## src/common/noc_pkg.sv

```systemverilog
package noc_pkg;

  typedef logic [33:0] flit_t;
  typedef logic [31:0] payload_t;
  typedef logic [2:0]  coord_t;
  typedef logic [7:0]  tag_t;
  typedef logic [7:0]  burst_len_t;

  typedef enum logic [2:0] {
    pkt_read               = 3'd0,
    pkt_write              = 3'd1,
    pkt_posted_write       = 3'd2,
    pkt_response           = 3'd3,
    pkt_response_with_data = 3'd4
  } packet_type_t;

  // Flit is {head, tail, payload}.
  function automatic logic flit_head(flit_t f);
    return f[33];
  endfunction

  function automatic logic flit_tail(flit_t f);
    return f[32];
  endfunction

  function automatic payload_t flit_payload(flit_t f);
    return f[31:0];
  endfunction

  function automatic flit_t make_flit(logic head, logic tail, payload_t payload);
    return {head, tail, payload};
  endfunction

  function automatic packet_type_t hdr_type(payload_t p);
    return packet_type_t'(p[2:0]);
  endfunction

  function automatic coord_t hdr_dst_x(payload_t p);
    return p[5:3];
  endfunction

  function automatic coord_t hdr_dst_y(payload_t p);
    return p[8:6];
  endfunction

  function automatic coord_t hdr_src_x(payload_t p);
    return p[11:9];
  endfunction

  function automatic coord_t hdr_src_y(payload_t p);
    return p[14:12];
  endfunction

  function automatic tag_t hdr_tag(payload_t p);
    return p[22:15];
  endfunction

  function automatic burst_len_t hdr_burst_len(payload_t p);
    return p[30:23];
  endfunction

  function automatic logic hdr_status(payload_t p);
    return p[31];  // Decode error.
  endfunction

  function automatic payload_t build_header(
    packet_type_t pkt_type,
    coord_t       dst_x,
    coord_t       dst_y,
    coord_t       src_x,
    coord_t       src_y,
    tag_t         tag,
    burst_len_t   burst_len,
    logic         status
  );
    return {status, burst_len, tag, src_y, src_x, dst_y, dst_x, pkt_type};
  endfunction

  function automatic logic is_non_posted(packet_type_t pkt_type);
    return (pkt_type == pkt_read) || (pkt_type == pkt_write);
  endfunction

endpackage

```

## src/error_checker/error_responder.sv

```systemverilog
`timescale 1ns/100ps

module error_responder import noc_pkg::*; #(
  parameter payload_t ERROR_DATA = 32'hdead_beef
) (
  input  logic  clk,
  input  logic  rst_n,
  input  logic  err_valid,
  input  flit_t err_flit,
  output logic  err_ready,
  output logic  err_busy,
  output logic  rsp_valid,
  output flit_t rsp_flit,
  input  logic  rsp_ready
);

  typedef enum logic [1:0] {
    idle,
    drain,
    send_head,
    send_data
  } state_t;

  state_t       state_q;
  state_t       state_d;
  payload_t     err_payload;
  payload_t     rsp_header;
  packet_type_t cur_type;
  packet_type_t req_type;
  coord_t       req_dst_x;
  coord_t       req_dst_y;
  coord_t       req_src_x;
  coord_t       req_src_y;
  tag_t         req_tag;
  burst_len_t   req_len;
  burst_len_t   data_cnt;
  logic         is_read;
  logic         has_data;
  logic         err_xfer;
  logic         rsp_xfer;

  assign err_payload = flit_payload(err_flit);

  assign err_ready = (state_q == idle) || (state_q == drain);
  assign err_xfer  = err_valid && err_ready;
  assign rsp_valid = (state_q == send_head) || (state_q == send_data);
  assign rsp_xfer  = rsp_valid && rsp_ready;

  // In idle the header is still on the input.
  assign cur_type = (state_q == idle) ? hdr_type(err_payload) : req_type;
  assign err_busy = (state_q != idle) && is_non_posted(req_type);

  assign is_read  = (req_type == pkt_read);
  assign has_data = is_read && (req_len != 8'd0);

  // Source and destination swapped.
  assign rsp_header = build_header(
    is_read ? pkt_response_with_data : pkt_response,
    req_src_x,
    req_src_y,
    req_dst_x,
    req_dst_y,
    req_tag,
    is_read ? req_len : 8'd0,
    1'b1
  );

  assign rsp_flit = (state_q == send_data) ?
                    make_flit(1'b0, data_cnt == 8'd1, ERROR_DATA) :
                    make_flit(1'b1, !has_data, rsp_header);

  always_comb begin
    state_d = state_q;
    case (state_q)
      idle, drain: begin
        if (err_xfer && flit_tail(err_flit)) begin
          state_d = is_non_posted(cur_type) ? send_head : idle;
        end else if (err_xfer) begin
          state_d = drain;
        end
      end
      send_head: begin
        if (rsp_xfer) begin
          state_d = has_data ? send_data : idle;
        end
      end
      send_data: begin
        if (rsp_xfer && (data_cnt == 8'd1)) begin
          state_d = idle;
        end
      end
      default: state_d = idle;
    endcase
  end

  always_ff @(posedge clk or negedge rst_n) begin
    if (!rst_n) begin
      state_q  <= idle;
      data_cnt <= '0;
    end else begin
      state_q <= state_d;
      if (state_q == send_head) begin
        data_cnt <= req_len;
      end else if ((state_q == send_data) && rsp_xfer) begin
        data_cnt <= data_cnt - 8'd1;
      end
    end
  end

  always_ff @(posedge clk) begin
    if (err_xfer && (state_q == idle)) begin
      req_type  <= hdr_type(err_payload);
      req_dst_x <= hdr_dst_x(err_payload);
      req_dst_y <= hdr_dst_y(err_payload);
      req_src_x <= hdr_src_x(err_payload);
      req_src_y <= hdr_src_y(err_payload);
      req_tag   <= hdr_tag(err_payload);
      req_len   <= hdr_burst_len(err_payload);
    end
  end

endmodule

```

## config.mk

```make
export PLATFORM = sky130hd
export DESIGN_NAME = error_responder
export DESIGN_NICKNAME = d
export VERILOG_FILES = /design/src/common/noc_pkg.sv /design/src/error_checker/error_responder.sv
export SDC_FILE = /design/constraint.sdc
export NUM_CORES = 1
export LEC_CHECK = 0
export CORE_ASPECT_RATIO = 0.75
export CORE_MARGIN = 5
export CORE_UTILIZATION = 55
export DETAILED_ROUTE_END_ITERATION = 8
export DONT_BUFFER_PORTS = 1
export MAX_ROUTING_LAYER = met4
export PLACE_DENSITY_LB_ADDON = 0.12
export SLEW_MARGIN = 40
export SYNTH_ARGS = -nofsm -noshare
export SYNTH_HDL_FRONTEND = slang
export SYNTH_SLANG_ARGS = --single-unit
```

## constraint.sdc

```tcl
create_clock -name clk -period 3.9 [get_ports clk]
set_clock_uncertainty 0.05 [all_clocks]
set_input_delay 0.39 -clock clk [delete_from_list [all_inputs] [get_ports clk]]
set_output_delay 0.39 -clock clk [all_outputs]
set_load 0.05 [all_outputs]
```

# == Word-level counts from Yosys, hierarchy flattened ==
# Index checks and enable logic that the tools add are counted.
# word_totals
reg_bits,41
input_bits,38
output_inout_bits,37
word_cells,53
# op_classes
n_addsub,1
n_eq_ne,9
mux,13
n_reduce_logical,21
# ops
operator,n
$mux W34,1
$mux W8,3
$mux W2,6
$eq A8 B1 Y1 const B,1
$logic_and A1 B1 Y1,8
$reduce_bool A8 Y1,1
$sub A8 B1 Y8 const B,1
$eq A3 B1 Y1 const B,2
$logic_not A3 Y1,2
$mux W3,2
$pmux W2 S3,1
$eq A2 B2 Y1 const B,2
$logic_or A1 B1 Y1,4
$reduce_bool A2 Y1,2
$ne A3 B3 Y1 const B,1
$reduce_and A3 Y1,1
$eq A2 B1 Y1 const B,1
$logic_not A2 Y1,1
$ne A2 B1 Y1 const B,1
$ne A2 B2 Y1 const B,1
$reduce_or A2 Y1,1
$logic_not A1 Y1,1

# == Logic depth before layout (Yosys ltp) ==
# Gate-level depths: netlist of the first run.
# depth
word_depth,7
ltp_mapped,6
depth_no_buf,6

# == Worst setup path before layout of the first run ==
# No wires, ideal clock.
# synth_timing
path_kind,flip-flop to output port
from,reg state_q[1]
to,out rsp_flit[1]
arrival_ps,2053
t_required_ps,3460
slack_ps,1407
path_stages_with_launch,5
n_path_buf,2
cell_sequence,dfrtp_1 > nand2_1 > buf_1 > nand2_1 > buf_4
# synth_via
elab_chain_cells,2
# synth_rtl
item,line,source
from (decl),error_responder.sv:24,state_t state_q;
from (signal assigned),error_responder.sv:98,state_q <= idle;
from (signal assigned),error_responder.sv:101,state_q <= state_d;
$eq A2 B2 Y1,error_responder.sv:68,assign rsp_flit = (state_q == send_data) ?
$mux W34,error_responder.sv:68,
to (decl),error_responder.sv:13,"output flit_t rsp_flit,"
# Every way passes these cells.

# == Worst setup path after layout of the first run ==
# layout_timing
from,reg state_q[0]
to,out rsp_flit[1]
# Same word-level chain as after synthesis.

==> impl_metrics.toml, run 1 <==
[sta]
finalCritPeriodShare_pct = 65.4
setup-violations-final = 0
timing.fmax_mhz = 392
tns_ps = 0
whs_ps = 145
worst_pin_slew_ps = 839
hold_viol_final = 0
rsz0062_at_grt = "no"
maxSlewViolCount = 0
timing.final.crit_period_ps = 2550
relSlewSlack_pct = 43.7

[logic_synthesis]
synthesis.area_um2 = 1860
ys_ff_latch = 41
ys_seq_area_share_pct = 63.6
yosys_warnings = 0
synthCells = 159
syn_nets = 199
avgSynthCellArea_um2 = 11.7
yosysUniqueCellTypes = 29

[floorplanning]
dieArea_um2 = 4650
rows = 18
dieHeight_um = 60.3
die_w_um = 77.1
io_pins = 75
core_area_um2 = 3270
initial_core_util_pct = 56.9

[pwr]
p_leak_nw = 0.871
ir_worst_vdd_uv = 491
power_density_nw_per_um2 = 955

[clock_network]
clk_latency_ps = 280
cts_setup_buffers = 0
htreeDepth = 2
clkTransAtPathRegs_ps = 70
cts_buffer_depth = 2
numCtsBuffers = 5
cts_tree = "yes"
numClockSinks = 41
clockRootBuffer = "clkbuf_8"
cts-resized-gates = 0

[min_path]
hold_path_class = "in -> reg"
min_path_cells = 0

[grt]
gr-total-overflow = 0
top_usage_layer = "met2"
grtUsageMet1_pct = 21.4
antenna_found_initial = 0
grtUsageTotal_pct = 17.6
use_met2_pct = 27.7
grt_max_degree = 32
grt_first_pass_wirelength_um = 6070
grt_pass1_vias = 1275
gr-usage-met3_pct = 6.48

[drt]
vias = 1273
drcViolationCount = 0
finalWirelength_um = 3820
wl_per_cell_um = 17.0
drt-vias-per-instance = 5.68
drtIter0Drc = 71
postRouteAntennaNets = 0
first_pass_iters = 4

[critical_path]
criticalPathCategory = "reg -> out"
cp.arrival_ps = 2110
rr_worst_depth = 4
cp.required_ps = 3460
endpoint_kind = "output pin"
endpoint = "rsp_flit[1]"
worstReg2RegStart = "state_q[0]"
r2r_end = "state_q[0]"
crit_path_start_kind = "flop"
crit_path_max_fanout = 28
startpoint = "state_q[0]"
timing.reg2reg.setup_slack_ps = 2000

[finish]
stdcell_count = 224
fin_util_pct = 66.0
drive_gt1_share_pct = 21.2
area_growth_pct = 16.0
fin_nets = 223
num_antenna_cells = 0

[outcome]
status = "finished clean"

[placement]
portBuffers = 0
dp_hpwl_um = 2760
place_inst = 215
gp_congestion = 0.920

[flow_run]
cap_violations = 0
power breakdown:
| part | internal (mW) | switching, mW | leakage (nW) |
|---|---|---|---|
| clock | 0.124 | 0.135 | 0.0450 |
| sequential | 0.604 | 0.118 | 0.403 |
| combinational | 0.284 | 0.793 | 0.423 |
worst min-delay path by stage:
stage                  end    startpoint  slack, ps
5_1_grt         req_len[0]  err_flit[23]        130
2_1_floorplan  data_cnt[0]         rst_n         40
4_1_cts         req_len[0]  err_flit[23]        140
3_5_place_dp   data_cnt[4]         rst_n         40
6_report        req_len[0]  err_flit[23]        150
3_3_place_gp   data_cnt[7]         rst_n         40
kinds of logic after synthesis:
group           synth area share [%]
buf+inv                         3.37
compound gates                  8.36
flops                           63.6
fa+ha+maj                       1.35
other cells                    0.202
simple gates                    20.4
mux                             2.70
layout make-up:
cell class	instances	area [µm²]
Sequential cell	41	1180
Multi-Input combinational cell	104	621
Fill cell	264	1110
Tap cell	40	50.0
Timing Repair Buffer	27	205
Clock buffer	6	72.6
Inverter	4	15.0
Clock inverter	2	10.0
metrics by stage:
stage	total power [mW]	setup slack [ps]	instance area, µm²
after detailed placement	1.81	1310	2060
after global placement	1.78	1430	2060
final	2.06	1350	2150
after floorplan	1.56	1410	1860
after CTS	2.07	1010	2150
after global routing	2.17	1200	2150
cells in the mapped netlist (all sizes together):
master | count | area, µm²
dfrtp | 10 | 250
mux2i | 5 | 50.1
o22ai | 8 | 50.1
o211ai | 1 | 7.51
a31oi | 4 | 25.0
inv | 4 | 15.0
nand3 | 5 | 25.0
ha | 2 | 25.0
nor4 | 3 | 33.8
nor2 | 7 | 26.3
nand2 | 24 | 90.1
o21ai | 4 | 20.0
buf | 5 | 28.8
a21o | 1 | 7.51
nand2b | 14 | 87.6
nor4b | 1 | 15.0
edfxtp | 31 | 931
nor3 | 4 | 25.0
and3 | 2 | 12.5
and2 | 7 | 43.8
clkbuf | 5 | 18.8
nor3b | 1 | 7.51
and4bb | 1 | 12.5
a21oi | 9 | 45.0
conb | 1 | 3.75
state kept, by name, indices dropped and copies added, names as in the netlist:
signal / flops
req_src_x: 3
req_dst_y: 3
req_dst_x: 3
req_len: 8
req_type: 3
data_cnt: 8
state_q: 2
req_src_y: 3
req_tag: 8
layer usage:
metal,routed length [µm],up-vias,part of all wire [%]
met5,0,-,0
met4,34,0,0.89
met3,342,5,9.0
met2,1810,57,47
met1,1630,597,43
li1,-,614,-
worst max-delay path, stage by stage, from the launching register on:
cell,delay [ps]
dfrtp_1,670
nand2_2,440
buf_4,350
nand2_1,80
buf_4,280
cell usage in the layout (no fill, tap or decap), drive strengths merged:
| cell | n |
|---|---|
| o211ai | 1 |
| nand3 | 5 |
| and2 | 7 |
| clkinv | 2 |
| nor3 | 4 |
| nor2 | 7 |
| o21ai | 4 |
| nor3b | 1 |
| nand2b | 14 |
| a31oi | 4 |
| and3 | 2 |
| buf | 26 |
| a21o | 1 |
| ha | 2 |
| mux2i | 5 |
| a21oi | 9 |
| dlygate4sd3 | 1 |
| o22ai | 8 |
| inv | 4 |
| nor4b | 1 |
| conb | 1 |
| edfxtp | 31 |
| nor4 | 3 |
| dfrtp | 10 |
| nand2 | 24 |
| clkbuf | 6 |
| and4bb | 1 |
what timing repair did:
| item | 4_1_cts | 5_1_grt |
|---|---|---|
| setup endpoints to repair | 0 | 0 |
| endpoints found under the hold margin | 10 | 0 |
| hold buffers | 1 | 0 |
(Power assumes the default switching activity.)
==> inputs of run 2 (changes only) <==
==> constraint.sdc (replaced) <==
create_clock -name clk -period 2.5 [get_ports clk]
set_clock_uncertainty 0.05 [all_clocks]
set_input_delay 0.25 -clock clk [delete_from_list [all_inputs] [get_ports clk]]
set_output_delay 0.25 -clock clk [all_outputs]
set_load 0.05 [all_outputs]
==> impl_metrics.toml, run 2 (synthesis results as in run 1) <==
[floorplanning]
rows = 18
initial_core_util_pct = 56.9
dieHeight_um = 60.3
core_area_um2 = 3270
die_w_um = 77.1
dieArea_um2 = 4650
io_pins = 75

[critical_path]
slowest_stage = "edfxtp_1"
crit_path_max_fanout = 3
cp.required_ps = 2200
criticalPathCategory = "reg -> out"
crit_family = "simple AND/OR/NAND/NOR gates"
r2r_end = "state_q[0]"
worstReg2RegStart = "state_q[1]"
endpoint_kind = "output pin"
rr_worst_depth = 5
cp.arrival_ps = 1700
worst-path-buf-inv = 1
crit_path_start_kind = "flop"
startpoint = "req_len[4]"
timing.reg2reg.setup_slack_ps = 760
crit_path_cell_trace = "nor4_1 > nand2_1 > a31oi_1 > buf_4"
slowest_delay_ps = 420

[drt]
vias = 1430
drt-vias-per-instance = 5.59
finalWirelength_um = 4370
drcViolationCount = 0
wl_per_cell_um = 17.1
drtIter0Drc = 97
postRouteAntennaNets = 0
first_pass_iters = 4

[finish]
fin_nets = 256
drive_gt1_share_pct = 18.5
reg_top3 = "data_cnt (8), req_len (8), req_tag (8)"
area_growth_pct = 35.2
fin_util_pct = 76.9
mostFrequentLayoutCell = "dlygate4sd3_1"
num_antenna_cells = 0
multiInputGateArea_um2 = 618
final_cell_mix = "dlygate4sd3_1 (32), edfxtp_1 (31), buf_4 (27)"
regArea_um2 = 1180
fillerInstances = 220

[pwr]
ir_worst_vdd_uv = 730
pwr-share-clk_pct = 14.7
power_density_nw_per_um2 = 1350
combPwrFrac_pct = 53.0
p_sw_mw = 1.65
p_seq_share_pct = 32.3
p_leak_nw = 1.02
power.total_mw = 3.40
swShare_pct = 48.7
p_int_mw = 1.74

[grt]
antenna_found_initial = 0
grt_pass1_vias = 1481
grt_first_pass_wirelength_um = 6860
grt_max_degree = 32
gr-total-overflow = 0
grtUsageTotal_pct = 20.4

[sta]
hold_viol_final = 0
whs_ps = 114
timing.fmax_mhz = 500
relSlewSlack_pct = 65.7
setup-violations-final = 0
worst_pin_slew_ps = 513
maxSlewViolCount = 0
finalCritPeriodShare_pct = 80.0
rsz0062_at_grt = "no"
timing.final.crit_period_ps = 2000
tns_ps = 0

[clock_network]
cts_buffer_depth = 2
cts_tree = "yes"
clk_latency_ps = 290
numCtsBuffers = 5
clkTransAtPathRegs_ps = 70
cts_setup_buffers = 0
htreeDepth = 2
cts_hold_buffers = 32
cts-resized-gates = 0
numClockSinks = 41
clockRootBuffer = "clkbuf_8"

[placement]
dp_hpwl_um = 2810
gp_congestion = 0.936
portBuffers = 0

[min_path]
min_path_cells = 2
hold_path_end = "state_q[1]"
worstHoldStart = "err_flit[32]"
hold_path_class = "in -> reg"

[flow_run]
cap_violations = 0

[outcome]
status = "finished clean"
## run 2: area by class of cell
type	count	area share (%)
clock buffers	5	2.74
clock inverters	2	1.40
inverters	4	0.598
multi-input cells	104	24.6
flip-flops and latches	41	47.0
well taps	40	1.99
repair buffers	60	21.6
## run 2: layer usage
metal,routed length (µm),share of wire (%),GRT usage (%)
met5,0,0,-
met4,98,2.2,9.80
met3,425,9.7,5.72
met2,2220,51,35.2
met1,1630,37,22.2
## run 2: worst max-delay path by stage
stage | endpoint | slack (ps) | cells after the start
after global placement | state_q[0] | 820 | 5
after floorplan | rsp_flit[1] | 150 | 4
after detailed placement | state_q[0] | 750 | 5
final | rsp_flit[32] | 500 | 4
after CTS | rsp_flit[29] | 520 | 3
after global routing | rsp_flit[32] | 350 | 4
## run 2: per-stage QoR
step / setup WS (ps) / std cells / instance area [µm²]
finish: 499 / 256 / 2510
floorplan: 147 / 159 / 1860
CTS: 518 / 256 / 2510
global route: 354 / 256 / 2510
global placement: 819 / 217 / 2090
detailed placement: 752 / 217 / 2090
## run 2: worst register-to-register path: cells and delay by family (launching register included)
family        cells  cell delay [ps]
buf+inv           2              680
flops             1              380
mux               1              220
simple gates      2              340
## run 2: power by group through the flow
stage          Combinational (mW)  Sequential (mW)  Clock [mW]
5_1_grt                      1.92             1.12       0.549
2_1_floorplan                1.35             1.08           0
3_5_place_dp                 1.75             1.11           0
3_3_place_gp                 1.72             1.10           0
6_report                     1.80             1.10       0.500
4_1_cts                      1.80             1.09       0.515
==> inputs of run 3 (changes only) <==
==> constraint.sdc (replaced) <==
create_clock -name clk -period 1.7 [get_ports clk]
set_clock_uncertainty 0.05 [all_clocks]
set_input_delay 0.17 -clock clk [delete_from_list [all_inputs] [get_ports clk]]
set_output_delay 0.17 -clock clk [all_outputs]
set_load 0.05 [all_outputs]
==> impl_metrics.toml, run 3 (synthesis results as in run 1) <==
[finish]
mostFrequentLayoutCell = "buf_4"
fin_nets = 273
reg_top3 = "data_cnt (8), req_len (8), req_tag (8)"
fin_util_pct = 83.3
area_growth_pct = 46.6
regArea_um2 = 1180
drive_gt1_share_pct = 27.4
final_cell_mix = "buf_4 (40), dlygate4sd3_1 (32), edfxtp_1 (31)"
multiInputGateArea_um2 = 661
num_antenna_cells = 0
fillerInstances = 181

[clock_network]
clockRootBuffer = "clkbuf_8"
clkTransAtPathRegs_ps = 80
numClockSinks = 41
cts_buffer_depth = 2
cts_tree = "yes"
htreeDepth = 2
clk_latency_ps = 280
numCtsBuffers = 5

[grt]
gr-total-overflow = 0
grt_first_pass_wirelength_um = 7540
grtUsageTotal_pct = 21.7
antenna_found_initial = 0
grt_pass1_vias = 1555
grt_max_degree = 32

[critical_path]
rr_worst_depth = 6
criticalPathCategory = "reg -> out"
cp.arrival_ps = 1580
crit_family = "flip-flops"
cp.required_ps = 1480
crit_path_cell_trace = "nor4_4 > a31oi_4 > a31oi_2 > buf_6"
crit_path_start_kind = "flop"
worst-path-buf-inv = 1
crit_path_max_fanout = 2
path_depth = 4
slowest_delay_ps = 430
slowest_stage = "dfrtp_2"
endpoint_kind = "output pin"

[sta]
relSlewSlack_pct = 64.4
timing.fmax_mhz = 556
hold_viol_final = 0
worst_pin_slew_ps = 532
timing.final.crit_period_ps = 1800
maxSlewViolCount = 0
fin_ws_ps = -99.8
finalCritPeriodShare_pct = 106
setup-violations-final = 3
rsz0062_at_grt = "yes"

[pwr]
p_int_mw = 2.83
combPwrFrac_pct = 56.1
pwr-share-clk_pct = 14.2
p_leak_nw = 1.12
ir_worst_vdd_uv = 1310
power_density_nw_per_um2 = 2000
swShare_pct = 48.0
p_sw_mw = 2.61
p_seq_share_pct = 29.7

[drt]
drtIter0Drc = 97
postRouteAntennaNets = 0
drcViolationCount = 0
wl_per_cell_um = 17.8
vias = 1536
first_pass_iters = 5
drt-vias-per-instance = 5.61
finalWirelength_um = 4870

[outcome]
violations = "setup timing"
status = "finished with violations"

[floorplanning]
core_area_um2 = 3270
dieHeight_um = 60.3
io_pins = 75
initial_core_util_pct = 56.9
die_w_um = 77.1
dieArea_um2 = 4650
rows = 18

[min_path]
min_path_cells = 2
hold_path_class = "in -> reg"

[placement]
dp_hpwl_um = 2960
dp_slack_ps = 142
portBuffers = 0
gp_congestion = 0.868

[flow_run]
cap_violations = 0
-- run 3: path summary, 6_finish.rpt --
path                         startpoint      endpoint  slack (ps)
min                        err_flit[32]    state_q[1]          30
min reg2reg                  req_len[2]   data_cnt[2]         550
min in group asynchronous         rst_n   data_cnt[3]         250
max reg2reg                 data_cnt[4]    state_q[0]          10
max                         data_cnt[4]  rsp_flit[32]        -100
max in group asynchronous         rst_n   data_cnt[4]         970
-- run 3: timing repair --
item	CTS	global route
gates resized for setup	6	3
pin swaps	3	3
buffers inserted	4	1
endpoints found under the hold margin	41	0
hold buffers	32	0
endpoints found under the setup margin	5	18
-- run 3: layout make-up --
class,instances,area share [%]
Clock inverter,3,1.52
Multi-Input combinational cell,104,24.3
Inverter,4,0.552
Timing Repair Buffer,77,25.8
Sequential cell,41,43.4
Clock buffer,5,2.53
Tap cell,40,1.84
-- run 3: routing by layer --
metal / vias to the layer above / global-route usage (%) / part of all wire, %
met3: 6 / 5.87 / 6.6
met1: 749 / 24.6 / 40
met2: 70 / 39.3 / 53
met4: 0 / 4.66 / 0.94
li1: 711 / - / -
met5: - / - / 0
-- run 3: metrics by stage --
stage                     power, mW  TNS, ps  instance area (µm²)  cells  hold slack [ps]
after detailed placement       4.44        0                 2210    229             -175
after global placement         4.37        0                 2210    229             -175
after floorplan                3.59     -117                 1870    159             -176
after CTS                      5.35     -111                 2700    273             27.4
final                          5.45     -177                 2720    274             29.7
after global routing           5.70     -758                 2720    274             39.8
-- run 3: worst register-to-register path, delay by kind of cell (launching register included) --
kind                   cells  cell delay, ps
AOI/OAI and AO/OA          1             150
buffers and inverters      2             280
and+or+nand+nor            2             500
muxes                      1             210
DFF                        1             430
-- run 3: power groups by stage --
stage	Combinational [mW]	Sequential, mW	Clock, mW
after detailed placement	2.81	1.63	0
after global placement	2.75	1.62	0
after CTS	2.97	1.60	0.774
after floorplan	2.00	1.59	0
after global routing	3.23	1.65	0.829
final	3.06	1.62	0.772
